`config.mk`:
```
export PLATFORM = sky130hd
export DESIGN_NAME = periph_top
export DESIGN_NICKNAME = d
export VERILOG_FILES = /design/src/rtl/periph_pkg.sv /design/src/rtl/periph_sel_if.sv /design/src/rtl/periph_top.sv /design/src/rtl/pin_func_mux.sv /design/src/rtl/read_return.sv /design/src/rtl/byte_reg_bank.sv /design/src/rtl/gpio_regs.sv /design/src/rtl/bus_decode.sv
export SDC_FILE = /design/constraint.sdc
export NUM_CORES = 1
export LEC_CHECK = 0
export ABC_AREA = 0
export BUFFER_PORTS_ARGS = -buffer_cell sky130_fd_sc_hd__buf_2
export CORE_MARGIN = 2
export CORE_UTILIZATION = 50
export DETAILED_ROUTE_END_ITERATION = 8
export GPL_TIMING_DRIVEN = 0
export PLACE_DENSITY = 0.7
export SYNTH_ARGS = -nofsm -noshare
export SYNTH_HDL_FRONTEND = slang
export SYNTH_SLANG_ARGS = --single-unit
```
`constraint.sdc`:
```
create_clock -name clk -period 2.3 [get_ports clk]
set_clock_uncertainty 0.1 [all_clocks]
set_input_delay 0.115 -clock clk [delete_from_list [all_inputs] [get_ports clk]]
set_output_delay 0.115 -clock clk [all_outputs]
set_load 0.1 [all_outputs]
```
`src/rtl/periph_pkg.sv`:
```
// Peripheral wrapper package with the address map, bus widths and shared types
package periph_pkg;

    // Bus and pin widths
    typedef logic [10:0] addr_t;
    typedef logic [31:0] word_t;
    typedef logic [7:0]  byte_t;
    typedef logic [5:0]  offset_t;

    // Top bit picks the byte bank, low four bits pick the slot
    typedef logic [4:0]  func_sel_t;

    // 0 byte, 1 halfword, 2 word, 3 idle
    typedef logic [1:0]  access_t;

    // Which block answers a read
    typedef enum logic [1:0] {
        NONE,
        GPIO,
        BYTE_BANK
    } read_src_t;

    localparam access_t ACCESS_NONE = 2'b11;

    // User slot holding the GPIO block
    localparam logic [3:0] SLOT_GPIO = 4'd1;

    localparam int NUM_PINS      = 8;
    localparam int NUM_BYTE_REGS = 4;
    localparam int BYTE_IDX_BITS = $clog2(NUM_BYTE_REGS);

    // GPIO register offsets
    localparam offset_t OFF_GPIO_OUT      = 6'h00;
    localparam offset_t OFF_GPIO_IN       = 6'h04;
    localparam offset_t OFF_FUNC_SEL_BASE = 6'h20;

    // Every pin starts out driven from the GPIO output register
    localparam func_sel_t FUNC_SEL_RESET = {1'b0, SLOT_GPIO};

endpackage
```
`src/rtl/periph_sel_if.sv`:
```
// Decoded register access from the address decoder to one register block
`timescale 1ns/10ps

interface periph_sel_if;
    import periph_pkg::*;

    // Block select, already qualified by the address
    logic    sel;
    offset_t offset;
    // High in every cycle that carries a write
    logic    wr;
    word_t   wdata;

    modport decoder (
        output sel,
        output offset,
        output wr,
        output wdata
    );

    modport target (
        input  sel,
        input  offset,
        input  wr,
        input  wdata
    );

endinterface

```
`src/rtl/periph_top.sv`:
```
// Peripheral register wrapper top level joining decode, registers and read return
`timescale 1ns/10ps

module periph_top (
    input  logic                clk,
    input  logic                rst_n,
    input  periph_pkg::byte_t   i_ui_in,
    input  periph_pkg::addr_t   i_addr,
    input  periph_pkg::word_t   i_wdata,
    input  periph_pkg::access_t i_write_n,
    input  periph_pkg::access_t i_read_n,
    input  logic                i_read_complete,
    output periph_pkg::byte_t   o_uo_out,
    output periph_pkg::word_t   o_rdata,
    output logic                o_data_ready
);
    import periph_pkg::*;

    read_src_t                 read_src;
    byte_t                     gpio_out;
    func_sel_t [NUM_PINS-1:0]  func_sel;
    word_t                     gpio_rdata;
    byte_t [NUM_BYTE_REGS-1:0] bank_regs;
    byte_t                     bank_rdata;

    periph_sel_if gpio_bus ();
    periph_sel_if bank_bus ();

    bus_decode u_bus_decode (
        .i_addr     (i_addr),
        .i_wdata    (i_wdata),
        .i_write_n  (i_write_n),
        .i_read_n   (i_read_n),
        .o_read_src (read_src),
        .gpio_bus   (gpio_bus.decoder),
        .bank_bus   (bank_bus.decoder)
    );

    gpio_regs u_gpio_regs (
        .clk        (clk),
        .rst_n      (rst_n),
        .i_ui_in    (i_ui_in),
        .o_gpio_out (gpio_out),
        .o_func_sel (func_sel),
        .o_rdata    (gpio_rdata),
        .bus        (gpio_bus.target)
    );

    // Simple slot index is address bits 7:4
    byte_reg_bank u_byte_reg_bank (
        .clk     (clk),
        .rst_n   (rst_n),
        .i_slot  (i_addr[7:4]),
        .o_regs  (bank_regs),
        .o_rdata (bank_rdata),
        .bus     (bank_bus.target)
    );

    read_return u_read_return (
        .clk             (clk),
        .rst_n           (rst_n),
        .i_read_n        (i_read_n),
        .i_write_n       (i_write_n),
        .i_read_complete (i_read_complete),
        .i_read_src      (read_src),
        .i_gpio_rdata    (gpio_rdata),
        .i_bank_rdata    (bank_rdata),
        .o_rdata         (o_rdata),
        .o_data_ready    (o_data_ready)
    );

    pin_func_mux u_pin_func_mux (
        .i_func_sel  (func_sel),
        .i_gpio_out  (gpio_out),
        .i_bank_regs (bank_regs),
        .o_uo_out    (o_uo_out)
    );

endmodule

```
`src/rtl/pin_func_mux.sv`:
```
// Per-pin output multiplexer steered by the GPIO function selects
`timescale 1ns/10ps

module pin_func_mux (
    input  periph_pkg::func_sel_t [periph_pkg::NUM_PINS-1:0]  i_func_sel,
    input  periph_pkg::byte_t                                  i_gpio_out,
    input  periph_pkg::byte_t [periph_pkg::NUM_BYTE_REGS-1:0] i_bank_regs,
    output periph_pkg::byte_t                                  o_uo_out
);
    import periph_pkg::*;

    for (genvar i = 0; i < NUM_PINS; i++) begin : g_pin
        logic       use_bank;
        logic [3:0] slot;

        assign use_bank = i_func_sel[i][4];
        assign slot     = i_func_sel[i][3:0];

        always_comb begin
            if (use_bank) begin
                if (slot < NUM_BYTE_REGS) begin
                    o_uo_out[i] = i_bank_regs[slot[BYTE_IDX_BITS-1:0]][i];
                end else begin
                    o_uo_out[i] = 1'b0;
                end
            end else if (slot == SLOT_GPIO) begin
                o_uo_out[i] = i_gpio_out[i];
            end else begin
                // Unpopulated user slot
                o_uo_out[i] = 1'b0;
            end
        end
    end

endmodule

```
`src/rtl/read_return.sv`:
```
// Read data return path with a holding register and data-ready generation
`timescale 1ns/10ps

module read_return (
    input  logic                  clk,
    input  logic                  rst_n,
    input  periph_pkg::access_t   i_read_n,
    input  periph_pkg::access_t   i_write_n,
    input  logic                  i_read_complete,
    input  periph_pkg::read_src_t i_read_src,
    input  periph_pkg::word_t     i_gpio_rdata,
    input  periph_pkg::byte_t     i_bank_rdata,
    output periph_pkg::word_t     o_rdata,
    output logic                  o_data_ready
);
    import periph_pkg::*;

    logic  rd_req;
    logic  hold;
    logic  ready_r;
    word_t rd_value;
    word_t rdata_r;

    assign rd_req = (i_read_n != ACCESS_NONE);

    always_comb begin
        case (i_read_src)
            GPIO:      rd_value = i_gpio_rdata;
            BYTE_BANK: rd_value = word_t'(i_bank_rdata);
            default:   rd_value = '0;
        endcase
    end

    // Capture once per read and keep it until the core is done with it
    always_ff @(posedge clk) begin
        if (!hold && rd_req) begin
            rdata_r <= rd_value;
        end
    end

    always_ff @(posedge clk) begin
        if (!rst_n) begin
            hold    <= 1'b0;
            ready_r <= 1'b0;
        end else begin
            if (i_read_complete) begin
                hold <= 1'b0;
            end
            if (!hold && rd_req) begin
                hold <= 1'b1;
            end
            // Single pulse, the core drops its read once it sees ready
            ready_r <= rd_req && !ready_r;
        end
    end

    assign o_rdata      = rdata_r;
    // Writes complete in the cycle they are presented
    assign o_data_ready = ready_r || (i_write_n != ACCESS_NONE);

    a_hold_stable : assert property (
        @(posedge clk) disable iff (!rst_n)
        hold && !i_read_complete |=> $stable(rdata_r)
    ) else $error("read_return: held read data changed before read complete");

endmodule

```
`src/rtl/byte_reg_bank.sv`:
```
// Bank of byte registers occupying the first simple peripheral slots
`timescale 1ns/10ps

module byte_reg_bank (
    input  logic                                               clk,
    input  logic                                               rst_n,
    input  logic [3:0]                                         i_slot,
    output periph_pkg::byte_t [periph_pkg::NUM_BYTE_REGS-1:0] o_regs,
    output periph_pkg::byte_t                                  o_rdata,
    periph_sel_if.target                                       bus
);
    import periph_pkg::*;

    byte_t [NUM_BYTE_REGS-1:0] regs;
    logic                      slot_hit;
    logic                      wr_en;
    logic [BYTE_IDX_BITS-1:0]  idx;

    // Only offset 0 of the low slots is backed by a register
    assign slot_hit = (i_slot < NUM_BYTE_REGS) && (bus.offset == '0);
    assign idx      = i_slot[BYTE_IDX_BITS-1:0];
    assign wr_en    = bus.sel && bus.wr && slot_hit;

    always_ff @(posedge clk) begin
        if (!rst_n) begin
            regs <= '0;
        end else if (wr_en) begin
            regs[idx] <= bus.wdata[7:0];
        end
    end

    assign o_rdata = slot_hit ? regs[idx] : '0;
    assign o_regs  = regs;

    // Pin outputs may only move after a decoded write
    a_regs_need_write : assert property (
        @(posedge clk) disable iff (!rst_n)
        !(bus.sel && bus.wr) |=> $stable(regs)
    ) else $error("byte_reg_bank: register changed without a write");

endmodule

```
`src/rtl/gpio_regs.sv`:
```
// GPIO output register, input readback and per-pin function select registers
`timescale 1ns/10ps

module gpio_regs (
    input  logic                                              clk,
    input  logic                                              rst_n,
    input  periph_pkg::byte_t                                 i_ui_in,
    output periph_pkg::byte_t                                 o_gpio_out,
    output periph_pkg::func_sel_t [periph_pkg::NUM_PINS-1:0] o_func_sel,
    output periph_pkg::word_t                                 o_rdata,
    periph_sel_if.target                                      bus
);
    import periph_pkg::*;

    byte_t                    gpio_out;
    func_sel_t [NUM_PINS-1:0] func_sel;
    logic                     wr_en;
    logic                     func_hit;
    logic [2:0]               func_idx;

    assign wr_en = bus.sel && bus.wr;

    // Function selects sit one word apart, pin index in offset bits 4:2
    assign func_idx = bus.offset[4:2];
    assign func_hit = (bus.offset & ~offset_t'(6'h1c)) == OFF_FUNC_SEL_BASE;

    always_ff @(posedge clk) begin
        if (!rst_n) begin
            gpio_out <= '0;
        end else if (wr_en && bus.offset == OFF_GPIO_OUT) begin
            gpio_out <= bus.wdata[7:0];
        end
    end

    always_ff @(posedge clk) begin
        if (!rst_n) begin
            func_sel <= {NUM_PINS{FUNC_SEL_RESET}};
        end else if (wr_en && func_hit) begin
            func_sel[func_idx] <= bus.wdata[4:0];
        end
    end

    // Readback, zero-extended to the bus width
    always_comb begin
        if (bus.offset == OFF_GPIO_OUT) begin
            o_rdata = word_t'(gpio_out);
        end else if (bus.offset == OFF_GPIO_IN) begin
            o_rdata = word_t'(i_ui_in);
        end else if (func_hit) begin
            o_rdata = word_t'(func_sel[func_idx]);
        end else begin
            o_rdata = '0;
        end
    end

    assign o_gpio_out = gpio_out;
    assign o_func_sel = func_sel;

endmodule

```
`src/rtl/bus_decode.sv`:
```
// Address decoder steering core accesses to the GPIO block or the byte bank
`timescale 1ns/10ps

module bus_decode (
    input  periph_pkg::addr_t     i_addr,
    input  periph_pkg::word_t     i_wdata,
    input  periph_pkg::access_t   i_write_n,
    input  periph_pkg::access_t   i_read_n,
    output periph_pkg::read_src_t o_read_src,
    periph_sel_if.decoder         gpio_bus,
    periph_sel_if.decoder         bank_bus
);
    import periph_pkg::*;

    logic       is_simple;
    logic [3:0] user_slot;
    logic       gpio_sel;
    logic       bank_sel;
    logic       write_cyc;

    // Bit 10 splits simple byte slots from the 16 user slots
    assign is_simple = i_addr[10];
    assign user_slot = i_addr[9:6];

    assign gpio_sel  = !is_simple && (user_slot == SLOT_GPIO);
    assign bank_sel  = is_simple;
    assign write_cyc = (i_write_n != ACCESS_NONE);

    assign gpio_bus.sel    = gpio_sel;
    assign gpio_bus.offset = i_addr[5:0];
    assign gpio_bus.wr     = write_cyc;
    assign gpio_bus.wdata  = i_wdata;

    // Simple slots are 16 bytes wide, slot index comes from bits 7:4
    assign bank_bus.sel    = bank_sel;
    assign bank_bus.offset = offset_t'(i_addr[3:0]);
    assign bank_bus.wr     = write_cyc;
    assign bank_bus.wdata  = i_wdata;

    always_comb begin
        o_read_src = NONE;
        if (i_read_n != ACCESS_NONE) begin
            if (gpio_sel) begin
                o_read_src = GPIO;
            end else if (bank_sel) begin
                o_read_src = BYTE_BANK;
            end
        end
    end

    // Both register blocks must never see the same access
    always_comb begin
        assert ($onehot0({gpio_sel, bank_sel}))
            else $error("bus_decode: GPIO and byte bank selected together");
    end

endmodule

```
==> qor.yml <==
status: "finished with violations"
violations: "setup timing"
io_buffers: 44
fin_cells: 768
gp_congestion: 0.935
synth_area_per_cell_um2: 9.17
post_cts_buffers: 0
r2r_slack_ns: 0.82
power_uw: 3160
finalHoldViolCount: 0
ys_types: 45
slew_headroom: 0.471
leakage_uw: 0.00217
cts.htree.levels: 3
yosysTopAreaCell: "dfxtp_1"
critical_path.max_fanout: 4
period_minus_slack_ns: 2.31
cts.sinks: 90
totalWireLength_um: 15500
die_h_um: 104
finalSetupViolCount: 1
synth-simple-area-share: 0.197
route.detailed.drc: 0
register_area_mm2: 0.00188
cts_made_buffers: 9
antenna_found_initial: 0
slowest_delay_ns: 0.57
synth_top_family_by_area: "simple AND/OR/NAND/NOR gates"
end_kind: "primary output"
grt_pass1_vias: 4443
fmax_ghz: 0.433
grt_max_degree: 17
synth_seq_area_share: 0.374
grt_pass1_wl_um: 24300
synth_xor_area_frac: 0
antennaDiodeCount: 0
synth_compound_area_frac: 0.163
row_count: 36
routed-via-count: 4744
placed_cells: 748
start_kind: "flop"
drv_slew: 0
synth_fa_ha_area_frac: 0.00498
drive_gt1_frac: 0.227
synthMuxAreaShare: 0.175
pwr_density_cell_mw_per_mm2: 550
cpMaxStageDelayCell: "mux4_2"
ys.flop_type: "dfxtp_1"
path_buf_inv: 1
rr_endpoint: "u_read_return.o_rdata[1]$_SDFFCE_PN0P_"
rsz0062_at_grt: "no"
synth-async-reset-ratio: 0
grt_overflow: 0
cp_top_family: "multiplexers"
path_class: "flop to primary output"
ios: 99
ys_top_cells_by_area: "dfxtp_1 (33%), mux2i_1 (10%), mux4_2 (7.2%), o31ai_1 (5.8%), a21oi_1 (5.6%)"
syn_area_mm2: 0.00503
multiInputGateArea_mm2: 0.00285
path_cells: "mux4_2 > a21oi_1 > nor3_2 > buf_2"
synth_edf_count: 8
layout_setup_ws_ns: -0.0104
postLayoutCoreUtil: 0.589
die_w_um: 104
worstSetupStartpoint: "u_gpio_regs.o_func_sel[16]$_SDFFE_PN0P_"
hpwlAfterDp_um: 11600
clk_latency_ns: 0.36
wire_per_inst_um: 20.2
nFillCells: 855
area_growth_pct: 14.5
hold_path.class: "primary input to flop"
core_mm2: 0.00977
endpoint: "o_uo_out[3]"
hold_buffers: 4
ir_drop_mv: 0.283
cap_violations: 0
syn_inst: 548
arrival_ns: 2.10
cts_tree: "done"
fin_nets: 690
cts-root-buf: "clkbuf_8"
vias_per_cell: 6.18
dr.first_iter.drc_count: 475
place_ws_ns: 0.348
yosysTopAreaCellShare: 0.327
synth_warnings: 0
first_pass_iters: 6
regToRegStartpoint: "u_gpio_regs.o_func_sel[16]$_SDFFE_PN0P_"
cp.required_ns: 2.09
period_share: 1.00
clkSlewWorstSetupHoldPaths_ns: 0.09
postRouteAntennaNets: 0
worstMarginPinSlew_ns: 0.793
clockBufferDepth: 2
start_util: 0.514
post_cts_resized: 0
cp_num_cells: 4
die-area_mm2: 0.0109
track_usage: 0.288
ys_ff_latch: 90
rr_worst_depth: 4
[worst reg2reg max path: cells and delay by family (launching register included)]
family          cells  cell delay (ns)
mux                 1             0.13
simple gates        1             0.15
flops               1             0.51
compound gates      2             0.43
[worst min-delay path by stage]
stage / startpoint / end / slack, ns / cells past startpoint
after CTS: i_read_n[1] / u_read_return.ready_r$_SDFF_PN0_ / 0.01 / 3
after floorplan: i_read_complete / u_read_return.hold$_SDFFE_PN0P_ / 0.11 / 1
after global placement: i_read_complete / u_read_return.hold$_SDFFE_PN0P_ / 0.21 / 2
after global routing: i_wdata[4] / u_gpio_regs.o_func_sel[9]$_SDFFE_PN0P_ / 0.02 / 3
final: i_read_n[1] / u_read_return.ready_r$_SDFF_PN0_ / 0.01 / 3
after detailed placement: i_read_complete / u_read_return.hold$_SDFFE_PN0P_ / 0.21 / 2
[placed cells by master (no fill, tap or decap), types with 9 or more instances in the layout]
master | Yosys | final
a21oi_1 | 56 | 56
clkbuf_8 | 0 | 9
o31ai_1 | 39 | 39
nand3_1 | 52 | 52
nand2_1 | 58 | 58
clkbuf_1 | 26 | 26
buf_4 | 25 | 25
o21ai_0 | 12 | 12
nor3_2 | 6 | 14
conb_1 | 1 | 24
buf_2 | 16 | 60
dfxtp_1 | 82 | 82
mux2i_1 | 52 | 52
mux4_2 | 16 | 16
nand4_1 | 11 | 11
[cells by family (layout without fill, tap and decap cells)]
logic type,count (synthesis),in the layout
and+or+nand+nor,179,179
AOI/OAI and AO/OA,131,131
adders and majority gates,2,2
buffers and inverters,77,141
DFF,90,90
other,1,24
muxes,68,68
[area by class of cell]
class | instances | share of cell area
flip-flops and latches | 90 | 0.327
well taps | 133 | 0.0289
multi-input cells | 404 | 0.495
clock buffers | 9 | 0.0215
inverters | 6 | 0.00391
plain buffers | 71 | 0.0700
repair buffers | 48 | 0.0452
clock inverters | 7 | 0.00870
[through the flow]
step	hold WS, ns	setup TNS [ns]	area [um^2]
floorplan	0.114	0	5150
global placement	0.206	0	5540
detailed placement	0.211	0	5540
CTS	0.0107	0	5750
global route	0.0220	0	5750
finish	0.0127	-0.0104	5750
[routing by layer]
layer,vias to the layer above,GRT usage,share of wire
met5,-,0.00476,0
met4,0,0.151,0.050
met3,71,0.0576,0.094
met2,279,0.452,0.45
met1,2222,0.375,0.41
li1,2172,-,-
[Yosys cell counts (all sizes together) (3+ instances only)]
master	number
mux2i	52
nor2	7
nor4bb	7
nand2	58
mux4	16
o31ai	39
nand4	11
o21ai	12
a31oi	6
dfxtp	82
inv	5
or3	3
nand3	53
edfxtp	8
clkbuf	26
nor3	19
buf	45
a22oi	5
and3	5
and4	4
a21oi	56
o2111ai	5
o31a	5
[power by group]
| group | leakage [uW] | switching [uW] | internal (uW) | total [uW] |
|---|---|---|---|---|
| Combinational | 0.00133 | 447 | 111 | 558 |
| Clock | 0.0000946 | 604 | 403 | 1010 |
| Sequential | 0.000744 | 4.33 | 1590 | 1600 |
[state kept, by name (all words and copies together) (netlist names)]
name	flops
u_gpio_regs.o_func_sel	40
u_read_return.hold	1
u_gpio_regs.o_gpio_out	8
u_read_return.o_rdata	8
u_byte_reg_bank.o_regs	32
u_read_return.ready_r	1
(Power assumes the default switching activity.)
